File: config.mk
export PLATFORM = sky130hd
export DESIGN_NAME = avl_master_ctrl
export DESIGN_NICKNAME = d
export VERILOG_FILES = /design/src/design/avl_pkg.sv /design/src/design/avl_master_ctrl.sv
export VERILOG_INCLUDE_DIRS = /design/src /design/src/include
export SDC_FILE = /design/constraint.sdc
export NUM_CORES = 1
export LEC_CHECK = 0
export BUFFER_PORTS_ARGS = -buffer_cell sky130_fd_sc_hd__clkbuf_2
export CAP_MARGIN = 20
export CORE_AREA = 2 2 83 85
export CTS_CLUSTER_DIAMETER = 50
export CTS_CLUSTER_SIZE = 14
export DETAILED_ROUTE_END_ITERATION = 6
export DIE_AREA = 0 0 85 87
export HOLD_SLACK_MARGIN = 0.03
export SLEW_MARGIN = 10
export SYNTH_ARGS = -nofsm -noshare
export SYNTH_HDL_FRONTEND = slang
export SYNTH_SLANG_ARGS = --single-unit
File: constraint.sdc
create_clock -name m_avl_hclk -period 1.5 [get_ports m_avl_hclk]
set_input_delay 0.3 -clock m_avl_hclk [delete_from_list [all_inputs] [get_ports m_avl_hclk]]
set_output_delay 0.3 -clock m_avl_hclk [all_outputs]
set_load 0.05 [all_outputs]
File: src/include/avl_subsys_defines.svh
`ifndef AVL_SUBSYS_DEFINES_SVH
`define AVL_SUBSYS_DEFINES_SVH

// ########################################
// on-chip RAM geometry and timing
// ########################################

// word address bits, 1024 words
`define AVL_RAM_ADDR_BITS 10
// waitrequest cycles once a command shows up
`define AVL_RAM_WAIT_CYCLES 1
// acceptance to readdatavalid / writeresponsevalid
`define AVL_RAM_READ_LATENCY 2

// ########################################
// Avalon response codes
// ########################################

`define AVL_RSP_OKAY 2'b00
`define AVL_RSP_DECODEERROR 2'b11

`endif

File: src/design/avl_pkg.sv
package avl_pkg;

  // ########################################
  // core side
  // ########################################

  // zero wstrb means read
  typedef struct packed {
    logic [31:0] addr;
    logic [31:0] wdata;
    logic [3:0]  wstrb;
    logic        instr;
  } avl_req_t;

  typedef struct packed {
    logic [31:0] rdata;
    logic        err;
  } avl_rsp_t;

  // ########################################
  // Avalon-MM side
  // ########################################

  typedef struct packed {
    logic [31:0] address;
    logic [3:0]  byteenable;
    logic        read;
    logic        write;
    logic [31:0] writedata;
  } avl_cmd_t;

  typedef struct packed {
    logic [31:0] readdata;
    logic [1:0]  response;
    logic        readdatavalid;
    logic        writeresponsevalid;
  } avl_slv_rsp_t;

  // bridge controller states
  typedef enum logic [1:0] {
    CTRL_IDLE,
    CTRL_CMD,
    CTRL_RESP
  } avl_ctrl_state_t;

endpackage

File: src/design/avl_master_ctrl.sv
`timescale 1ns/1ps
`include "avl_subsys_defines.svh"

module avl_master_ctrl (
  input  logic                  m_avl_hclk,
  input  logic                  m_avl_hresetn,
  input  logic                  req_valid,
  input  avl_pkg::avl_req_t     req_q,
  output logic                  req_load,
  output logic                  rsp_ready,
  output avl_pkg::avl_rsp_t     rsp_d,
  output logic                  rsp_load,
  output avl_pkg::avl_cmd_t     cmd,
  input  logic                  waitrequest,
  input  avl_pkg::avl_slv_rsp_t slv_rsp
);
  import avl_pkg::*;

  avl_ctrl_state_t state;
  avl_ctrl_state_t state_nxt;
  logic            is_write;
  logic            accept;
  logic            rsp_hit;

  // direction from the held strobes
  assign is_write = |req_q.wstrb;

  // request capture on the IDLE to CMD edge
  assign req_load = (state == CTRL_IDLE) && req_valid;

  // ########################################
  // command toward the slave
  // ########################################

  // fields come from req_q, so they stay put through waitrequest
  always_comb begin
    cmd.address    = req_q.addr;
    cmd.byteenable = req_q.wstrb;
    cmd.writedata  = req_q.wdata;
    cmd.read       = (state == CTRL_CMD) && !is_write;
    cmd.write      = (state == CTRL_CMD) && is_write;
  end

  assign accept = (state == CTRL_CMD) && !waitrequest;

  // ########################################
  // response collection
  // ########################################

  // only the strobe matching the issued direction counts
  assign rsp_hit = (state == CTRL_RESP) &&
                   (is_write ? slv_rsp.writeresponsevalid : slv_rsp.readdatavalid);

  assign rsp_load = rsp_hit;

  always_comb begin
    rsp_d.rdata = is_write ? 32'h0 : slv_rsp.readdata;
    // any code but OKAY is an error, no retry
    rsp_d.err   = (slv_rsp.response != `AVL_RSP_OKAY);
  end

  always_comb begin
    state_nxt = state;
    case (state)
      CTRL_IDLE: begin
        if (req_valid) begin
          state_nxt = CTRL_CMD;
        end
      end
      CTRL_CMD: begin
        if (accept) begin
          state_nxt = CTRL_RESP;
        end
      end
      CTRL_RESP: begin
        if (rsp_hit) begin
          state_nxt = CTRL_IDLE;
        end
      end
      default: state_nxt = CTRL_IDLE;
    endcase
  end

  always_ff @(posedge m_avl_hclk) begin
    if (!m_avl_hresetn) begin
      state     <= CTRL_IDLE;
      rsp_ready <= 1'b0;
    end else begin
      state     <= state_nxt;
      // ready lines up with the freshly loaded rsp_q
      rsp_ready <= rsp_hit;
    end
  end

endmodule

== Word level (Yosys, flattened, before mapping) ==
Cells that the tools add are included.
Word-level totals
  bits in registers: 3
  logic and storage cells: 24
Operators by class
  mux-type cells: 6
  reduce and logical (&&, ||, !) cells: 11
  equal/unequal tests: 5
Operators with widths (count)
  32-bit 2-to-1 mux: 1
  2-bit 2-to-1 mux: 3
  2-bit inequality test (second input constant): 3
  2-bit one-hot mux with 3 select lines: 1
  1-bit logical AND: 5
  4-bit OR reduction: 1
  3-bit AND reduction: 1
  2-bit by 1-bit equality test with 1-bit output (second input constant): 1
  2-bit equality test (second input constant): 1
  1-bit logical NOT: 2
  2-bit logical NOT: 1
  2-bit nonzero test: 1
  1-bit 2-to-1 mux: 1

== Logic depth before layout (Yosys ltp) ==
Gate-level depths: netlist of the first run.
  depth in word-level cells: 5
  mapped depth: 3

== Worst setup path before layout of the first run ==
No wires, ideal clock.
  kind: in2out
  from: input port req_q[2] (netlist name)
  to: output port rsp_load
  data arrival time: 2005 ps
  stages on the path: 3
  data required time: 1200 ps
  setup slack: -805 ps
  path through: nor4_4 mux2i_1 nor3b_1
On the way
  longest elaborated chain between the ends: 3
RTL lines
  start, declared: RTL line avl_master_ctrl.sv:8  | input avl_pkg::avl_req_t req_q,
  4-bit OR reduction: RTL line avl_master_ctrl.sv:26  | assign is_write = |req_q.wstrb;
  1-bit 2-to-1 mux: RTL line avl_master_ctrl.sv:52  | (is_write ? slv_rsp.writeresponsevalid : slv_rsp.readdatavalid);
  1-bit logical AND: RTL line avl_master_ctrl.sv:51  | assign rsp_hit = (state == CTRL_RESP) &&
  end, declared: RTL line avl_master_ctrl.sv:12  | output logic rsp_load,
No other way between the ends.

== Worst setup path after layout of the first run ==
Same ends and word-level chain as after synthesis.

==> key figures, run 1 <==
Pwr
  • Max VDD drop: 0.4662 mV
  • Leak: 0.0008571 uW
  • Pwr/cell area: 354.8 mW/mm^2

Yosys
  • Most common library cells after synthesis: 68 x buf_4, 30 x and2_1, 5 x nor3b_1
  • Yosys Warn Count: 0
  • Yosys top cell area share: 56.35%
  • Post-synth EDFFs: 0
  • Sequential fraction of the synthesis area: 6.630%
  • Top area cells in the synthesized netlist: buf_4 56%, and2_1 21%, dfxtp_1 6.6%, nor3b_1 4.1%, nor4_4 2.3%
  • Post-synthesis xor/xnor area fraction: 0%
  • Netlist Area Pre-Place: 905.9 um^2
  • Syn_area_per_cell: 7.549 um^2
  • FFs w/ async S/R, synth: 0%
  • Flops & latches, synth: 3
  • Compound-Gate Fraction of Synth Area: 1.105%
  • Syn Nets: 229
  • Most used DFF post-synth: dfxtp_1
  • Post-synthesis mux area share: 2.210%
  • Post-Synth Simple-Gate Area: 32.04%
  • Largest family of logic cells by synthesized area: buffers and inverters
  • Synth area leader: buf_4
  • Count of cell types in the netlist: 14
  • Syn Inst Count: 120
  • Top-count cell post-synth: buf_4
  • Synth Area in Adders: 0%

Clock tree
  • Worst-path clk slew: 0.03 ns
  • CTS Buf Count: 3
  • H-tree depth: 1
  • CTS tree: built
  • Worst skew pair latency: 0.21 ns
  • Clk sink count: 3
  • Count of hold-fix buffers inserted at cts: 0
  • Clock root cell: clkbuf_8
  • Clk buf depth: 2

Placement
  • Dpl ws: -0.3934 ns
  • Routability-driven placement congestion ratio: 0.6537
  • Port Buf Inserts: 85
  • DP HPWL: 2065 um

Flow run
  • Max Cap Viol: 0

Timing
  • Skew final: 0.0001068 ns
  • Worst-Margin Slew: 0.2812 ns
  • RSZ-0062 raised after global routing: true
  • PnR worst setup slack: -0.1833 ns
  • Final setup viols: 35
  • Relative slew slack: 81.23%
  • Final min period: 1.683 ns
  • Max-slew violations: 0
  • Final period util: 112.2%
  • Max Fclk: 594.1 MHz
  • Hold WS: 0.3745 ns
  • Final Hold Viols: 0

Critical path
  • Crit-path max FO: 5
  • CP required: 1.20 ns
  • Reg2reg path depth: 3
  • WP data arrival: 1.38 ns
  • Worst setup path class: in -> out
  • Crit start category: primary input
  • Critical Path Sink Type: output pin

Global routing
  • Largest net degree at the start of global routing: 18
  • Initial antenna violation count: 0
  • First-pass GRT wire length: 4388 um
  • Vias in the first global route: 855
  • Congestion Overflow GR: 0
  • Total GRT Usage: 7.679%

Floorplanning
  • Overall die height: 87 um
  • Die W: 85 um
  • Initial Util: 13.79%
  • Die area: 0.007395 mm^2
  • Row Count: 30
  • I/O pin total: 215
  • Core Area: 0.006569 mm^2

Worst hold path
  • Hold depth: 2
  • HP Class: in -> reg

Status
  • Failing checks: negative setup slack
  • Status: finished with violations

Drt
  • Per-cell routed wire length: 14.41 um
  • DRC violations left: 0
  • Vias per cell: 3.551
  • Final wirelength: 3272 um
  • Pre-antenna DRT Iters: 4
  • Detail Route Antenna Nets: 0
  • Detailed Route Iter0 Violations: 3
  • DR vias: 806

Finish
  • Filler cells: 680
  • Area growth, synth to finish: 104.3%
  • Ant. Diodes: 0
  • Final #Nets: 257
  • Layout cell share with drive strength beyond 1: 92.52%
==> worst max-delay path, stage by stage <==
cell and delay [ns]:
buf_8 0.10, nor4_4 0.27, buf_6 0.20, mux2i_4 0.26
nor3b_2 0.07, clkbuf_8 0.18
==> final timing paths <==
kind,start,end,slack [ns]
setup / recovery,req_q[2],rsp_load,-0.18
hold / removal,m_avl_hresetn,state[0],0.37
setup reg to reg,state[1],state[1],0.49
hold reg to reg,state[1],state[0],0.61
==> placed cells by master (no fill, tap or decap), types with 2 or more instances in the layout <==
cell type | synthesis | final
buf_4 | 68 | 4
clkbuf_16 | 0 | 26
nor3b_2 | 0 | 2
buf_6 | 0 | 2
buf_12 | 0 | 10
and2_4 | 0 | 32
clkbuf_2 | 0 | 47
buf_8 | 0 | 2
nor3b_1 | 5 | 2
clkbuf_8 | 0 | 6
dfxtp_1 | 3 | 3
==> layout make-up <==
type                            instances  area (um^2)  share of cell area [%]
Timing Repair Buffer                   94         1210                   65.38
Clock buffer                            4        45.04                   2.434
Multi-Input combinational cell         45        431.7                   23.33
Tap cell                               80        100.1                   5.409
Sequential cell                         3        60.06                   3.245
Inverter                                1        3.754                  0.2028
==> sequential cells by signal, indices dropped and copies added (netlist names) <==
| register | count |
|---|---|
| state | 2 |
| rsp_ready | 1 |
==> layer usage <==
metal / wire [um] / GRT usage, % / share of wire (%)
met2: 1732 / 13.00 / 53
met1: 1070 / 7.810 / 33
met3: 328 / 3.033 / 10
met5: 0 / 0 / 0
met4: 140 / 5.195 / 4.3
==> where the power goes <==
| part | total (uW) | switching (uW) | internal [uW] |
|---|---|---|---|
| combinational | 333 | 164 | 169 |
| clock | 233 | 51.6 | 181 |
| sequential | 90.9 | 6.79 | 84.1 |
| total | 657 | 223 | 434 |
==> repair_timing <==
action,CTS,global route
endpoints found under the setup margin,35,35
pin swaps,2,18
setup buffers,2,2
gates resized for setup,83,12
gates cloned,1,2
==> logic make-up after synthesis <==
logic type	Yosys count
flops	3
compound gates	1
simple gates	42
buf+inv	72
mux	2
==> stage by stage <==
step	utilization [%]	setup TNS (ns)	total power, uW	instance area, um^2	cells
finish	28.17	-4.617	656.6	1851	227
global route	28.17	-6.698	692.8	1851	227
CTS	27.12	-6.383	650.8	1782	224
detailed placement	17.66	-11.65	347.4	1160	218
global placement	17.66	-10.79	344.7	1160	218
floorplan	-	-2.601	702.6	993.5	120
Note: power is estimated with default switching activity, not from simulation.
==> inputs of run 2 (changes only) <==
--- a/config.mk
+++ b/config.mk
@@ -14,6 +14,7 @@
 export DETAILED_ROUTE_END_ITERATION = 6
 export DIE_AREA = 0 0 85 87
 export HOLD_SLACK_MARGIN = 0.03
+export REMOVE_ABC_BUFFERS = 1
 export SLEW_MARGIN = 10
 export SYNTH_ARGS = -nofsm -noshare
 export SYNTH_HDL_FRONTEND = slang
==> key figures, run 2 (synthesis results as in run 1) <==
Status
  • Status: finished with violations
  • Failing checks: negative setup slack

Drt
  • Per-cell routed wire length: 36.14 um
  • Final wirelength: 8312 um
  • Vias per cell: 4.091
  • Detailed Route Iter0 Violations: 31
  • DR vias: 941
  • DRC violations left: 0
  • Detail Route Antenna Nets: 0
  • Pre-antenna DRT Iters: 4

Global routing
  • Vias in the first global route: 965
  • Congestion Overflow GR: 0
  • Initial antenna violation count: 0
  • Largest net degree at the start of global routing: 9
  • First-pass GRT wire length: 10,120 um
  • Total GRT Usage: 21.46%

Floorplanning
  • I/O pin total: 215
  • Die W: 85 um
  • Die area: 0.007395 mm^2
  • Core Area: 0.006569 mm^2
  • Initial Util: 13.79%
  • Row Count: 30
  • Overall die height: 87 um

Critical path
  • Critical Path Sink Type: output pin
  • Crit-path max FO: 6
  • Worst setup path class: in -> out
  • CP required: 1.20 ns
  • WP data arrival: 1.40 ns
  • Crit start category: primary input

Pwr
  • Int Pwr: 417.5 uW
  • Leak: 0.0008006 uW
  • Max VDD drop: 0.4348 mV
  • Clock share of power: 37.7%
  • Comb pwr share: 48.4%
  • Flop pwr share: 13.9%
  • Switch Pwr: 234.1 uW
  • Sw Ratio: 35.93%
  • Pwr/cell area: 386.3 mW/mm^2

Timing
  • Final min period: 1.699 ns
  • Final period util: 113.3%
  • Max Fclk: 588.5 MHz
  • Max-slew violations: 0
  • Worst-Margin Slew: 0.3213 ns
  • Final setup viols: 36
  • PnR worst setup slack: -0.1993 ns
  • Relative slew slack: 78.53%
  • Final Hold Viols: 0
  • Skew final: 0.0007330 ns
  • RSZ-0062 raised after global routing: true

Placement
  • Routability-driven placement congestion ratio: 0.8429
  • Placed insts: 221
  • DP HPWL: 7444 um
  • Port Buf Inserts: 85

Finish
  • Area growth, synth to finish: 86.19%
  • Final #Nets: 260
  • Max reg flops: 2
  • Commonest non-fill, non-tap cell in the layout: clkbuf_2
  • Biggest regs: state x2, rsp_ready x1
  • Commonest cells after routing, fill and taps aside: 47 x clkbuf_2, 27 x and2_4, 20 x buf_12, 8 x buf_6, 8 x buf_8
  • Top reg by flops: state
  • Fin util: 25.68%
  • Finished Layout Cells: 230
  • Ant. Diodes: 0
  • Layout cell share with drive strength beyond 1: 88.67%

Clock tree
  • Worst-path clk slew: 0.03 ns
  • CTS tree: built
  • Clk buf depth: 2
  • H-tree depth: 1
  • CTS Buf Count: 3
  • Worst skew pair latency: 0.22 ns
  • Clk sink count: 3
  • Clock root cell: clkbuf_8

Flow run
  • Max Cap Viol: 0

Worst hold path
  • HP Class: in -> reg
[run 2: worst max-delay path, cell delays in order]
cell     delay (ns)
buf_6          0.10
nor4_4         0.28
buf_6          0.17
buf_6          0.11
nor3b_4        0.19
buf_6          0.13
buf_12         0.12
[run 2: what timing repair did]
action,4_1_cts,5_1_grt
buffers inserted,4,2
setup endpoints to repair,36,36
gates resized for setup,70,23
pin swaps,15,12
cloned,2,0
hold buffers,0,0
[run 2: power by group through the flow]
stage	sequential (uW)	combinational [uW]	clock (uW)
2_1_floorplan	90.3	107	0
3_3_place_gp	90.7	259	0
3_5_place_dp	90.3	261	0
4_1_cts	90.1	306	254
5_1_grt	90.9	331	258
6_report	90.3	316	246
[run 2: path summary, 6_finish.rpt]
check	end	cells past startpoint	slack, ns	start
setup / recovery	cmd[33]	7	-0.20	req_q[2]
hold / removal	state[0]	2	0.38	m_avl_hresetn
setup reg to reg	state[1]	3	0.47	state[1]
hold reg to reg	state[0]	1	0.60	state[1]
[run 2: stage by stage]
step | hold slack, ns | power [uW] | setup TNS, ns | setup slack (ns) | cell area [um^2]
after floorplan | 0.4666 | 197.1 | -14.69 | -1.240 | 384.1
after global placement | 0.5588 | 350.0 | -5.669 | -0.3490 | 1262
after detailed placement | 0.5311 | 351.1 | -6.584 | -0.3924 | 1262
after CTS | 0.3740 | 650.1 | -5.067 | -0.2316 | 1648
after global routing | 0.3915 | 679.6 | -5.106 | -0.2400 | 1687
final | 0.3830 | 651.6 | -3.718 | -0.1993 | 1687
[run 2: layout make-up]
cell class                      instances  area [um^2]
Sequential cell                         3        60.06
Tap cell                               80        100.1
Timing Repair Buffer                   97         1074
Inverter                                1        3.754
Fill cell                             679         4882
Multi-Input combinational cell         45        404.1
Clock buffer                            4        45.04
[run 2: routing by layer]
| layer | GRT usage, % | vias up | part of all wire (%) |
|---|---|---|---|
| li1 | - | 362 | - |
| met1 | 12.26 | 383 | 20 |
| met2 | 31.89 | 190 | 43 |
| met3 | 36.78 | 6 | 37 |
| met4 | 4.040 | 0 | 0.66 |
| met5 | 4.196 | - | 0 |
