`src/include/avl_subsys_defines.svh`:
```
`ifndef AVL_SUBSYS_DEFINES_SVH
`define AVL_SUBSYS_DEFINES_SVH

// ########################################
// on-chip RAM geometry and timing
// ########################################

// word address bits, 1024 words
`define AVL_RAM_ADDR_BITS 10
// waitrequest cycles once a command shows up
`define AVL_RAM_WAIT_CYCLES 1
// acceptance to readdatavalid / writeresponsevalid
`define AVL_RAM_READ_LATENCY 2

// ########################################
// Avalon response codes
// ########################################

`define AVL_RSP_OKAY 2'b00
`define AVL_RSP_DECODEERROR 2'b11

`endif

```
`src/design/avl_pkg.sv`:
```
package avl_pkg;

  // ########################################
  // core side
  // ########################################

  // zero wstrb means read
  typedef struct packed {
    logic [31:0] addr;
    logic [31:0] wdata;
    logic [3:0]  wstrb;
    logic        instr;
  } avl_req_t;

  typedef struct packed {
    logic [31:0] rdata;
    logic        err;
  } avl_rsp_t;

  // ########################################
  // Avalon-MM side
  // ########################################

  typedef struct packed {
    logic [31:0] address;
    logic [3:0]  byteenable;
    logic        read;
    logic        write;
    logic [31:0] writedata;
  } avl_cmd_t;

  typedef struct packed {
    logic [31:0] readdata;
    logic [1:0]  response;
    logic        readdatavalid;
    logic        writeresponsevalid;
  } avl_slv_rsp_t;

  // bridge controller states
  typedef enum logic [1:0] {
    CTRL_IDLE,
    CTRL_CMD,
    CTRL_RESP
  } avl_ctrl_state_t;

endpackage

```
`src/design/avl_port_arbiter.sv`:
```
`timescale 1ns/1ps

module avl_port_arbiter (
  input  logic              m_avl_hclk,
  input  logic              m_avl_hresetn,
  input  logic              instr_valid,
  input  logic [31:0]       instr_addr,
  input  logic              data_valid,
  input  logic [31:0]       data_addr,
  input  logic [31:0]       data_wdata,
  input  logic [3:0]        data_wstrb,
  output logic              req_valid,
  output avl_pkg::avl_req_t req,
  input  logic              rsp_ready,
  input  avl_pkg::avl_rsp_t rsp,
  output logic [31:0]       instr_rdata,
  output logic              instr_ready,
  output logic              instr_err,
  output logic [31:0]       data_rdata,
  output logic              data_ready,
  output logic              data_err
);

  logic grant_active;
  logic grant_data;
  logic sel_data;

  // ########################################
  // request side
  // ########################################

  // data port wins when nothing is granted
  assign sel_data = grant_active ? grant_data : data_valid;

  // masked during ready so the same request is not issued twice
  assign req_valid = (sel_data ? data_valid : instr_valid) & ~rsp_ready;

  always_comb begin
    req.addr  = sel_data ? data_addr : instr_addr;
    req.wdata = sel_data ? data_wdata : 32'h0;
    // fetches are always reads
    req.wstrb = sel_data ? data_wstrb : 4'h0;
    req.instr = ~sel_data;
  end

  always_ff @(posedge m_avl_hclk) begin
    if (!m_avl_hresetn) begin
      grant_active <= 1'b0;
      grant_data   <= 1'b0;
    end else if (!grant_active && req_valid) begin
      grant_active <= 1'b1;
      grant_data   <= data_valid;
    end else if (rsp_ready) begin
      grant_active <= 1'b0;
    end
  end

  // ########################################
  // response side
  // ########################################

  assign data_ready  = rsp_ready & grant_active & grant_data;
  assign instr_ready = rsp_ready & grant_active & ~grant_data;

  // the port without the grant sees zeros
  assign data_rdata  = data_ready ? rsp.rdata : 32'h0;
  assign data_err    = data_ready & rsp.err;
  assign instr_rdata = instr_ready ? rsp.rdata : 32'h0;
  assign instr_err   = instr_ready & rsp.err;

endmodule

```
`config.mk`:
```
export PLATFORM = sky130hd
export DESIGN_NAME = avl_port_arbiter
export DESIGN_NICKNAME = d
export VERILOG_FILES = /design/src/include/avl_subsys_defines.svh /design/src/design/avl_pkg.sv /design/src/design/avl_port_arbiter.sv
export SDC_FILE = /design/constraint.sdc
export NUM_CORES = 1
export LEC_CHECK = 0
export CORE_AREA = 5 5 104 106
export CTS_BUF_LIST = sky130_fd_sc_hd__clkbuf_4 sky130_fd_sc_hd__clkbuf_8 sky130_fd_sc_hd__clkbuf_16
export CTS_CLUSTER_DIAMETER = 120
export DETAILED_ROUTE_END_ITERATION = 8
export DIE_AREA = 0 0 109 111
export DONT_BUFFER_PORTS = 1
export GPL_ROUTABILITY_DRIVEN = 1
export PLACE_DENSITY = 0.3
export SETUP_SLACK_MARGIN = 0.4
export SLEW_MARGIN = 30
export SYNTH_ARGS = -nofsm -noshare
export SYNTH_HDL_FRONTEND = slang
export SYNTH_SLANG_ARGS = --single-unit
```
`constraint.sdc`:
```
create_clock -name m_avl_hclk -period 3.5 [get_ports m_avl_hclk]
set_input_delay 0.175 -clock m_avl_hclk [delete_from_list [all_inputs] [get_ports m_avl_hclk]]
set_output_delay 0.175 -clock m_avl_hclk [all_outputs]
set_load 0.1 [all_outputs]
```
## Word level (Yosys, flattened, before mapping)

Index checks and enable logic that the tools add are counted.

- Output and inout port bits: 138
- Register bits after elaboration: 2
- Logic and storage cells: 23

- Muxes and demuxes: 9
- Bitwise operators: 9
- Reductions and logical operators: 3

Operators by type and width:

| cell | number |
|---|---|
| $mux 32 | 4 |
| $and 1x1->1 | 6 |
| $mux 1 | 4 |
| $mux 4 | 1 |
| $not 1->1 | 3 |
| $reduce_bool 2->1 | 1 |
| $logic_and 1x1->1 | 1 |
| $logic_not 1->1 | 1 |

## Longest topological paths before layout

Gate-level depths: netlist of the first run.

- Depth in word-level cells: 5
- Mapped depth: 5
- Mapped depth without buffers: 2

## Least setup slack after synthesis of the first run

Ideal clock, no wire load.

- Kind: register to output
- Start: register grant_data
- End: output port req_valid
- Cell stages (with the launch flop): 3
- Arrival: 2.778 ns
- Path buffers: 0
- Setup slack: 0.547 ns
- Required time: 3.325 ns
- Path through: dfxtp_1 mux2i_1 a211oi_1

- Word-level cells in the longest chain between the ends: 3

Ends and longest elaborated chain:

| item | line | source |
|---|---|---|
| start: declaration | avl_port_arbiter.sv:25 | `logic grant_data;` |
| start signal: assignment | avl_port_arbiter.sv:52 | `grant_data <= data_valid;` |
| $mux 1 | avl_port_arbiter.sv:33 | `assign sel_data = grant_active ? grant_data : data_valid;` |
| $mux 1 | avl_port_arbiter.sv:36 | `assign req_valid = (sel_data ? data_valid : instr_valid) & ~rsp_ready;` |
| $and 1x1->1 | avl_port_arbiter.sv:36 |  |
| end: declaration | avl_port_arbiter.sv:12 | `output logic req_valid,` |

No other way between the ends.

==> results of run 1 <==
-- metal layers --
layer,routed length (µm),vias up,global-route usage (%)
met1,2752,705,12.94
met5,0,-,0
met3,612,4,1.980
met4,25,0,1.010
met2,3645,106,18.14
li1,-,794,-
-- cells in the final DEF, fill, tap and decap left out, drive strengths merged --
cell type / Yosys / final
mux2: 32 / 32
buf: 13 / 96
nand2: 36 / 36
nor2b: 36 / 36
nand2b: 1 / 1
a211oi: 1 / 1
o32ai: 1 / 1
inv: 1 / 1
dfxtp: 2 / 2
clkbuf: 6 / 3
nor2: 69 / 69
nor3b: 1 / 1
mux2i: 2 / 2
o311a: 1 / 1
-- cells by family after synthesis --
family	Yosys count	synth area share [%]
DFF	2	3.303
buffers and inverters	20	9.906
AOI/OAI and AO/OA	3	2.168
and+or+nand+nor	143	52.22
muxes	34	32.40
-- cell type report --
cell class / instances / share of cell area [%]
inverter: 1 / 0.1567
clock buffer: 3 / 1.724
sequential: 2 / 1.672
multi-input combinational: 180 / 58.05
timing repair buffer: 96 / 31.45
tap: 133 / 6.949
-- worst max-delay path, stage by stage (launching register included) --
cell and delay, ns:
dfxtp_1 0.60, mux2i_4 0.33, buf_12 0.43, mux2_2 0.62
-- per-stage QoR --
stage	hold WS, ns	util, %	std cells
2_1_floorplan	0.3062	-	202
3_3_place_gp	0.3041	23.40	411
3_5_place_dp	0.3039	24.30	412
4_1_cts	0.08881	24.73	415
5_1_grt	0.08709	24.73	415
6_report	0.08838	24.73	415
-- sequential cells by signal (all words and copies together) (netlist names) --
register and cells:
grant_data 1, grant_active 1
-- power groups by stage --
stage | combinational, µW | clock [µW] | sequential, µW
final | 791 | 89.4 | 29.0
after global routing | 808 | 96.7 | 29.4
after CTS | 795 | 91.3 | 29.0
after detailed placement | 794 | 0 | 29.3
after global placement | 777 | 0 | 28.4
after floorplan | 689 | 0 | 26.1
-- worst max path at each step --
| stage | startpoint | to | slack (ns) | cells past startpoint |
|---|---|---|---|---|
| after floorplan | grant_data | req_valid | 0.55 | 2 |
| after global placement | grant_active | req[43] | 1.40 | 3 |
| after detailed placement | grant_active | req[43] | 1.27 | 3 |
| after CTS | grant_active | req[43] | 1.05 | 3 |
| after global routing | grant_active | req[68] | 0.97 | 3 |
| final | grant_active | req[68] | 1.05 | 3 |
==> summary.txt, run 1 <==
WORST SETUP PATH
------------------------------------------------------------------------------
Register-to-register path setup slack                                  2.54 ns
Number of cell instances on the worst register-to-register path              1
Arrival @ worst endpoint                                               2.28 ns
Critical register-to-register path endpoint                       grant_active
Largest fanout on the critical path                                         69
Launching element type of the critical path                               flop
Crit end category                                                  output port
Data required, critical path                                           3.32 ns
Setup Crit Path Kind                                                   reg2out
Startpoint of the worst-slack reg-to-reg timing path              grant_active

CLOCKING
------------------------------------------------------------------------------
Clock tree from TritonCTS                                                built
Insertion delay to the later sink of the worst-skew pair               0.21 ns
Number of buffers on the longest clock path                                  2
Clk root buf                                                          clkbuf_8
Post-CTS Setup Inserts                                                       0
Count of cells resized by post-cts repair                                    0
Number of hold buffers added after cts                                       0
Clock tree sinks                                                             2
Clock-pin transition on the worst setup and hold timing paths          0.03 ns
Total clock buffers created by CTS                                           3
CTS H-tree lvls                                                              1

SYNTH
------------------------------------------------------------------------------
Post-synthesis cell type with the largest combined area                 mux2_2
Unique masters post-synth                                                   18
Cell types with the largest area share after synthesis            mux2_2, nor2_1, nor2b_1
#FFs+latches synth                                                           2
Asr flop ratio synth                                                        0%
Synthesized area                                                  0.001212 mm²
Most frequent cell after synthesis                                      nor2_1
Share of the synthesized area in the top cell type                      29.72%
Synthesized area per cell                                            6.002 µm²
Number of nets produced by synthesis                                       340
Commonest cells in the synthesized netlist                        nor2_1, nand2_1, nor2b_1, mux2_2
Number of synthesized flops with an enable pin                               0
Fraction of the yosys area taken by sequential cells                    3.302%
Synthesized instance count                                                 202
Ys Warns                                                                     0
Most frequently used flop master after synthesis                       dfxtp_1

GLOBAL ROUTE
------------------------------------------------------------------------------
Largest net degree at the start of global routing                           70
Residual overflow from global routing                                        0
Global-route wire length before repair                                9.880 mm
All-Layer GR Usage                                                      10.19%
Antenna violations before repair                                             0
Vias in the first global route                                           1,567

DIE
------------------------------------------------------------------------------
Number of primary I/O pins                                                 276
Total die area                                                     0.01210 mm²
Core box area                                                     0.009684 mm²
Die Y                                                                   111 µm
Total number of placement rows                                              36
Initial core utilization                                                12.52%
Die X-Extent                                                            109 µm

STA
------------------------------------------------------------------------------
Worst-margin pin slew                                                0.6234 ns
Headroom to the max-slew limit                                          58.35%
Setup repair after global routing missed its margin                         no
Final count of negative-setup-slack endpoints                                0
Shortest clock period the worst path allows after layout              2.451 ns
Final max-slew violation count                                               0
Aggregate negative setup slack                                            0 ns
Final worst slack                                                     1.049 ns
Largest clock skew in the final design                             0.001786 ns
Max Clock Freq                                                       408.0 MHz
Period utilization                                                      70.03%
Final Hold Viols                                                             0

DETAILED ROUTING
------------------------------------------------------------------------------
Post-route DRC violation count                                               0
Vias post-DR                                                             1,609
First DRT Iteration DRCs                                                    61
Routed Wire Length                                                    7.035 mm
Antenna-violating nets left                                                  0
Detailed-router iteration count before antenna repair                        4
Routed wirelength normalized by instance count                        16.95 µm
Vias per cell                                                            3.877

FINISH
------------------------------------------------------------------------------
Total of fill cells in the finished design                               1,057
Fraction of final layout cells sized beyond drive strength 1            84.75%
Register area                                                        40.04 µm²
Number of nets in the layout                                               422
Layout overhead on the synthesized area                                 97.52%
Diode count                                                                  0
Post-route cell area                                              0.002395 mm²
Area occupied by multi-input gates                                0.001390 mm²

HOLD PATH
------------------------------------------------------------------------------
Path category of the worst min-delay check                              in2reg
End of the worst hold path                                          grant_data
Worst hold start                                                     rsp_ready
Number of cells on the worst hold path                                       1

POWER
------------------------------------------------------------------------------
Switching power share of the total                                      75.54%
Portion of total power attributed to the clock network                    9.8%
Share of total power in combinational logic                              87.0%
Standby leakage power                                              0.001035 µW
Post-layout total power                                               909.3 µW
Sw Pwr                                                                686.9 µW
Worst IR Drop VDD                                                    0.2429 mV
Power density over the cells                                      379.7 mW/mm²
Sequential fraction of design power                                       3.2%
Internal power                                                        222.4 µW

PLACE
------------------------------------------------------------------------------
Setup slack at placement                                              1.269 ns
Final Wtd Congestion                                                    0.7405
HPWL after DPL                                                        6.075 mm
Count of port buffers added during placement                                 0
Post-Place Cell Area                                              0.002354 mm²

FLOW RUN
------------------------------------------------------------------------------
Number of max-cap violations                                                 0

RUN STATUS
------------------------------------------------------------------------------
Outcome                                                           complete, no violations

Power figures use the tool's default switching activity.
==> run 2, diff against run 1 <==
clock period = 2.45 ns   (was 3.5 ns; I/O delays follow)
==> run 2 against run 1 <==
Net effect: non-clock buffer count is 14 higher; highest routed layer unchanged; combinational power grew 47%; die area unchanged; count of clock-buffer cells in the layout is the same; largest power group unchanged; flip-flop and latch count did not move; clock power rose by 44%.
==> summary.txt, run 2 (same netlist as run 1, synthesis figures left out) <==
STA
-------------------------------------------------------------------------------------
Worst-margin pin slew                                                       0.5471 ns   was 0.6234 ns
Final Hold Viols                                                                    0   unchanged
Shortest clock period the worst path allows after layout                     1.977 ns
Final count of negative-setup-slack endpoints                                       0   unchanged
Largest clock skew in the final design                                   0.00003665 ns   was 0.001786 ns
Final max-slew violation count                                                      0   unchanged
Final worst slack                                                           0.4729 ns   was 1.049 ns
Max Clock Freq                                                              505.8 MHz
Period utilization                                                             80.70%
Headroom to the max-slew limit                                                 63.53%   was 58.35%
Final worst hold slack                                                     0.04916 ns   was 0.08838 ns
Setup repair after global routing missed its margin                                no   unchanged

DIE
-------------------------------------------------------------------------------------
Core box area                                                            0.009684 mm²   unchanged
Total number of placement rows                                                     36   unchanged
Initial core utilization                                                       12.52%   unchanged
Number of primary I/O pins                                                        276   unchanged
Die X-Extent                                                                   109 µm   unchanged
Die Y                                                                          111 µm   unchanged
Total die area                                                            0.01210 mm²   unchanged

GLOBAL ROUTE
-------------------------------------------------------------------------------------
Vias in the first global route                                                  1,803   was 1,567
All-Layer GR Usage                                                             10.62%   was 10.19%
Met2 Track Usage GR                                                            20.11%   was 18.14%
Largest net degree at the start of global routing                                  38   was 70
Residual overflow from global routing                                               0   unchanged
GRT busiest layer                                                                met2   unchanged
Met3 track demand over resource                                                4.193%   was 1.980%
Antenna violations before repair                                                    1   was 0
Global-route wire length before repair                                       10.26 mm   was 9.880 mm
Global-route track usage on met1                                               10.87%   was 12.94%

DETAILED ROUTING
-------------------------------------------------------------------------------------
Detailed-router iteration count before antenna repair                               4   unchanged
Vias post-DR                                                                    1,754   was 1,609
Vias per cell                                                                   4.089   was 3.877
Routed wirelength normalized by instance count                               16.99 µm   was 16.95 µm
Post-route DRC violation count                                                      0   unchanged
Antenna-violating nets left                                                         0   unchanged
First DRT Iteration DRCs                                                           64   was 61
Routed Wire Length                                                           7.287 mm   was 7.035 mm

CLOCKING
-------------------------------------------------------------------------------------
Total clock buffers created by CTS                                                  3   unchanged
Insertion delay to the later sink of the worst-skew pair                      0.21 ns   about the same
Post-CTS Setup Inserts                                                              0   unchanged
Clock tree sinks                                                                    2   unchanged
CTS H-tree lvls                                                                     1   unchanged
Number of buffers on the longest clock path                                         2   unchanged
Clk root buf                                                                 clkbuf_8   unchanged
Clock-pin transition on the worst setup and hold timing paths                 0.03 ns   about the same
Clock tree from TritonCTS                                                       built   unchanged

WORST SETUP PATH
-------------------------------------------------------------------------------------
Arrival @ worst endpoint                                                      1.85 ns   was 2.28 ns
Largest fanout on the critical path                                                35   was 69
Setup Crit Path Kind                                                          reg2out   unchanged
Crit end category                                                         output port   unchanged
Launching element type of the critical path                                      flop   unchanged
Data required, critical path                                                  2.33 ns   was 3.32 ns

FINISH
-------------------------------------------------------------------------------------
Total of fill cells in the finished design                                      1,070   was 1,057
Register area                                                               41.29 µm²   was 40.04 µm²
Commonest non-fill, non-tap cells in the layout                          buf_4, nor2_2, nor2b_2   was buf_4, nor2_2, nand2_1
Most frequent standard cell in the layout excluding fill and tap cells          buf_4   unchanged
Fraction of final layout cells sized beyond drive strength 1                   85.81%   was 84.75%
Layout overhead on the synthesized area                                        105.8%   was 97.52%
Number of nets in the layout                                                      436   was 422
Area occupied by multi-input gates                                       0.001379 mm²   was 0.001390 mm²
Largest registers ranked by flip-flop count                              grant_active x1, grant_data x1   unchanged
Diode count                                                                         0   unchanged
Post-route cell area                                                     0.002495 mm²   was 0.002395 mm²

HOLD PATH
-------------------------------------------------------------------------------------
Path category of the worst min-delay check                                     in2reg   unchanged

PLACE
-------------------------------------------------------------------------------------
HPWL after DPL                                                               6.195 mm   was 6.075 mm
Count of port buffers added during placement                                        0   unchanged
Final Wtd Congestion                                                           0.7063   was 0.7405
Setup slack at placement                                                    0.4587 ns   was 1.269 ns
Post-Place Cell Area                                                     0.002371 mm²   was 0.002354 mm²

FLOW RUN
-------------------------------------------------------------------------------------
Number of max-cap violations                                                        0   unchanged

POWER
-------------------------------------------------------------------------------------
Worst IR Drop VDD                                                           0.2130 mV   was 0.2429 mV
Power density over the cells                                             532.0 mW/mm²   was 379.7 mW/mm²
Standby leakage power                                                     0.001118 µW   was 0.001035 µW

RUN STATUS
-------------------------------------------------------------------------------------
Outcome                                                                  complete, no violations   unchanged

-- run 2: cell type report --
type | instances | area share [%]
well taps | 133 | 6.670
clock buffers | 3 | 1.655
inverters | 1 | 0.1505
repair buffers | 110 | 34.60
multi-input cells | 180 | 55.27
flip-flops and latches | 2 | 1.655
-- run 2: worst max-delay path, cell delays in order (launching register included) --
cell and delay [ns]:
dfxtp_2 0.44, mux2i_4 0.32, buf_12 0.25, mux2_2 0.59
-- run 2: final timing paths --
check | to | from | cells past startpoint | slack [ns]
max | req[55] | grant_active | 3 | 0.47
min | grant_active | m_avl_hresetn | 1 | 0.05
max reg2reg | grant_active | grant_active | 1 | 1.58
min reg2reg | grant_data | grant_data | 2 | 0.58
-- run 2: routing by layer --
| metal | vias to the layer above | part of all wire [%] |
|---|---|---|
| li1 | 820 | - |
| met1 | 762 | 32 |
| met2 | 168 | 51 |
| met3 | 4 | 16 |
| met4 | 0 | 0.29 |
| met5 | - | 0 |
-- run 2: report_power, final --
part	total, µW	switching [µW]	leakage [µW]	internal [µW]
Combinational	1160	952	0.00108	206
Sequential	40.7	5.50	0.0000169	35.2
Clock	129	25.0	0.0000216	104
Total	1330	982	0.00112	345
-- run 2: timing repair --
item / 4_1_cts / 5_1_grt
resized for setup: 13 / 1
hold buffers: 0 / 0
endpoints found under the setup margin: 32 / 43
gates cloned: 1 / 0
-- run 2: stage by stage --
| stage | instances | total power, µW | utilization (%) | TNS, ns |
|---|---|---|---|---|
| final | 429 | 1327 | 25.76 | 0 |
| after global routing | 429 | 1365 | 25.76 | 0 |
| after CTS | 429 | 1340 | 25.75 | 0 |
| after detailed placement | 425 | 1173 | 24.48 | 0 |
| after global placement | 425 | 1169 | 24.48 | 0 |
| after floorplan | 202 | 1058 | - | -0.6840 |
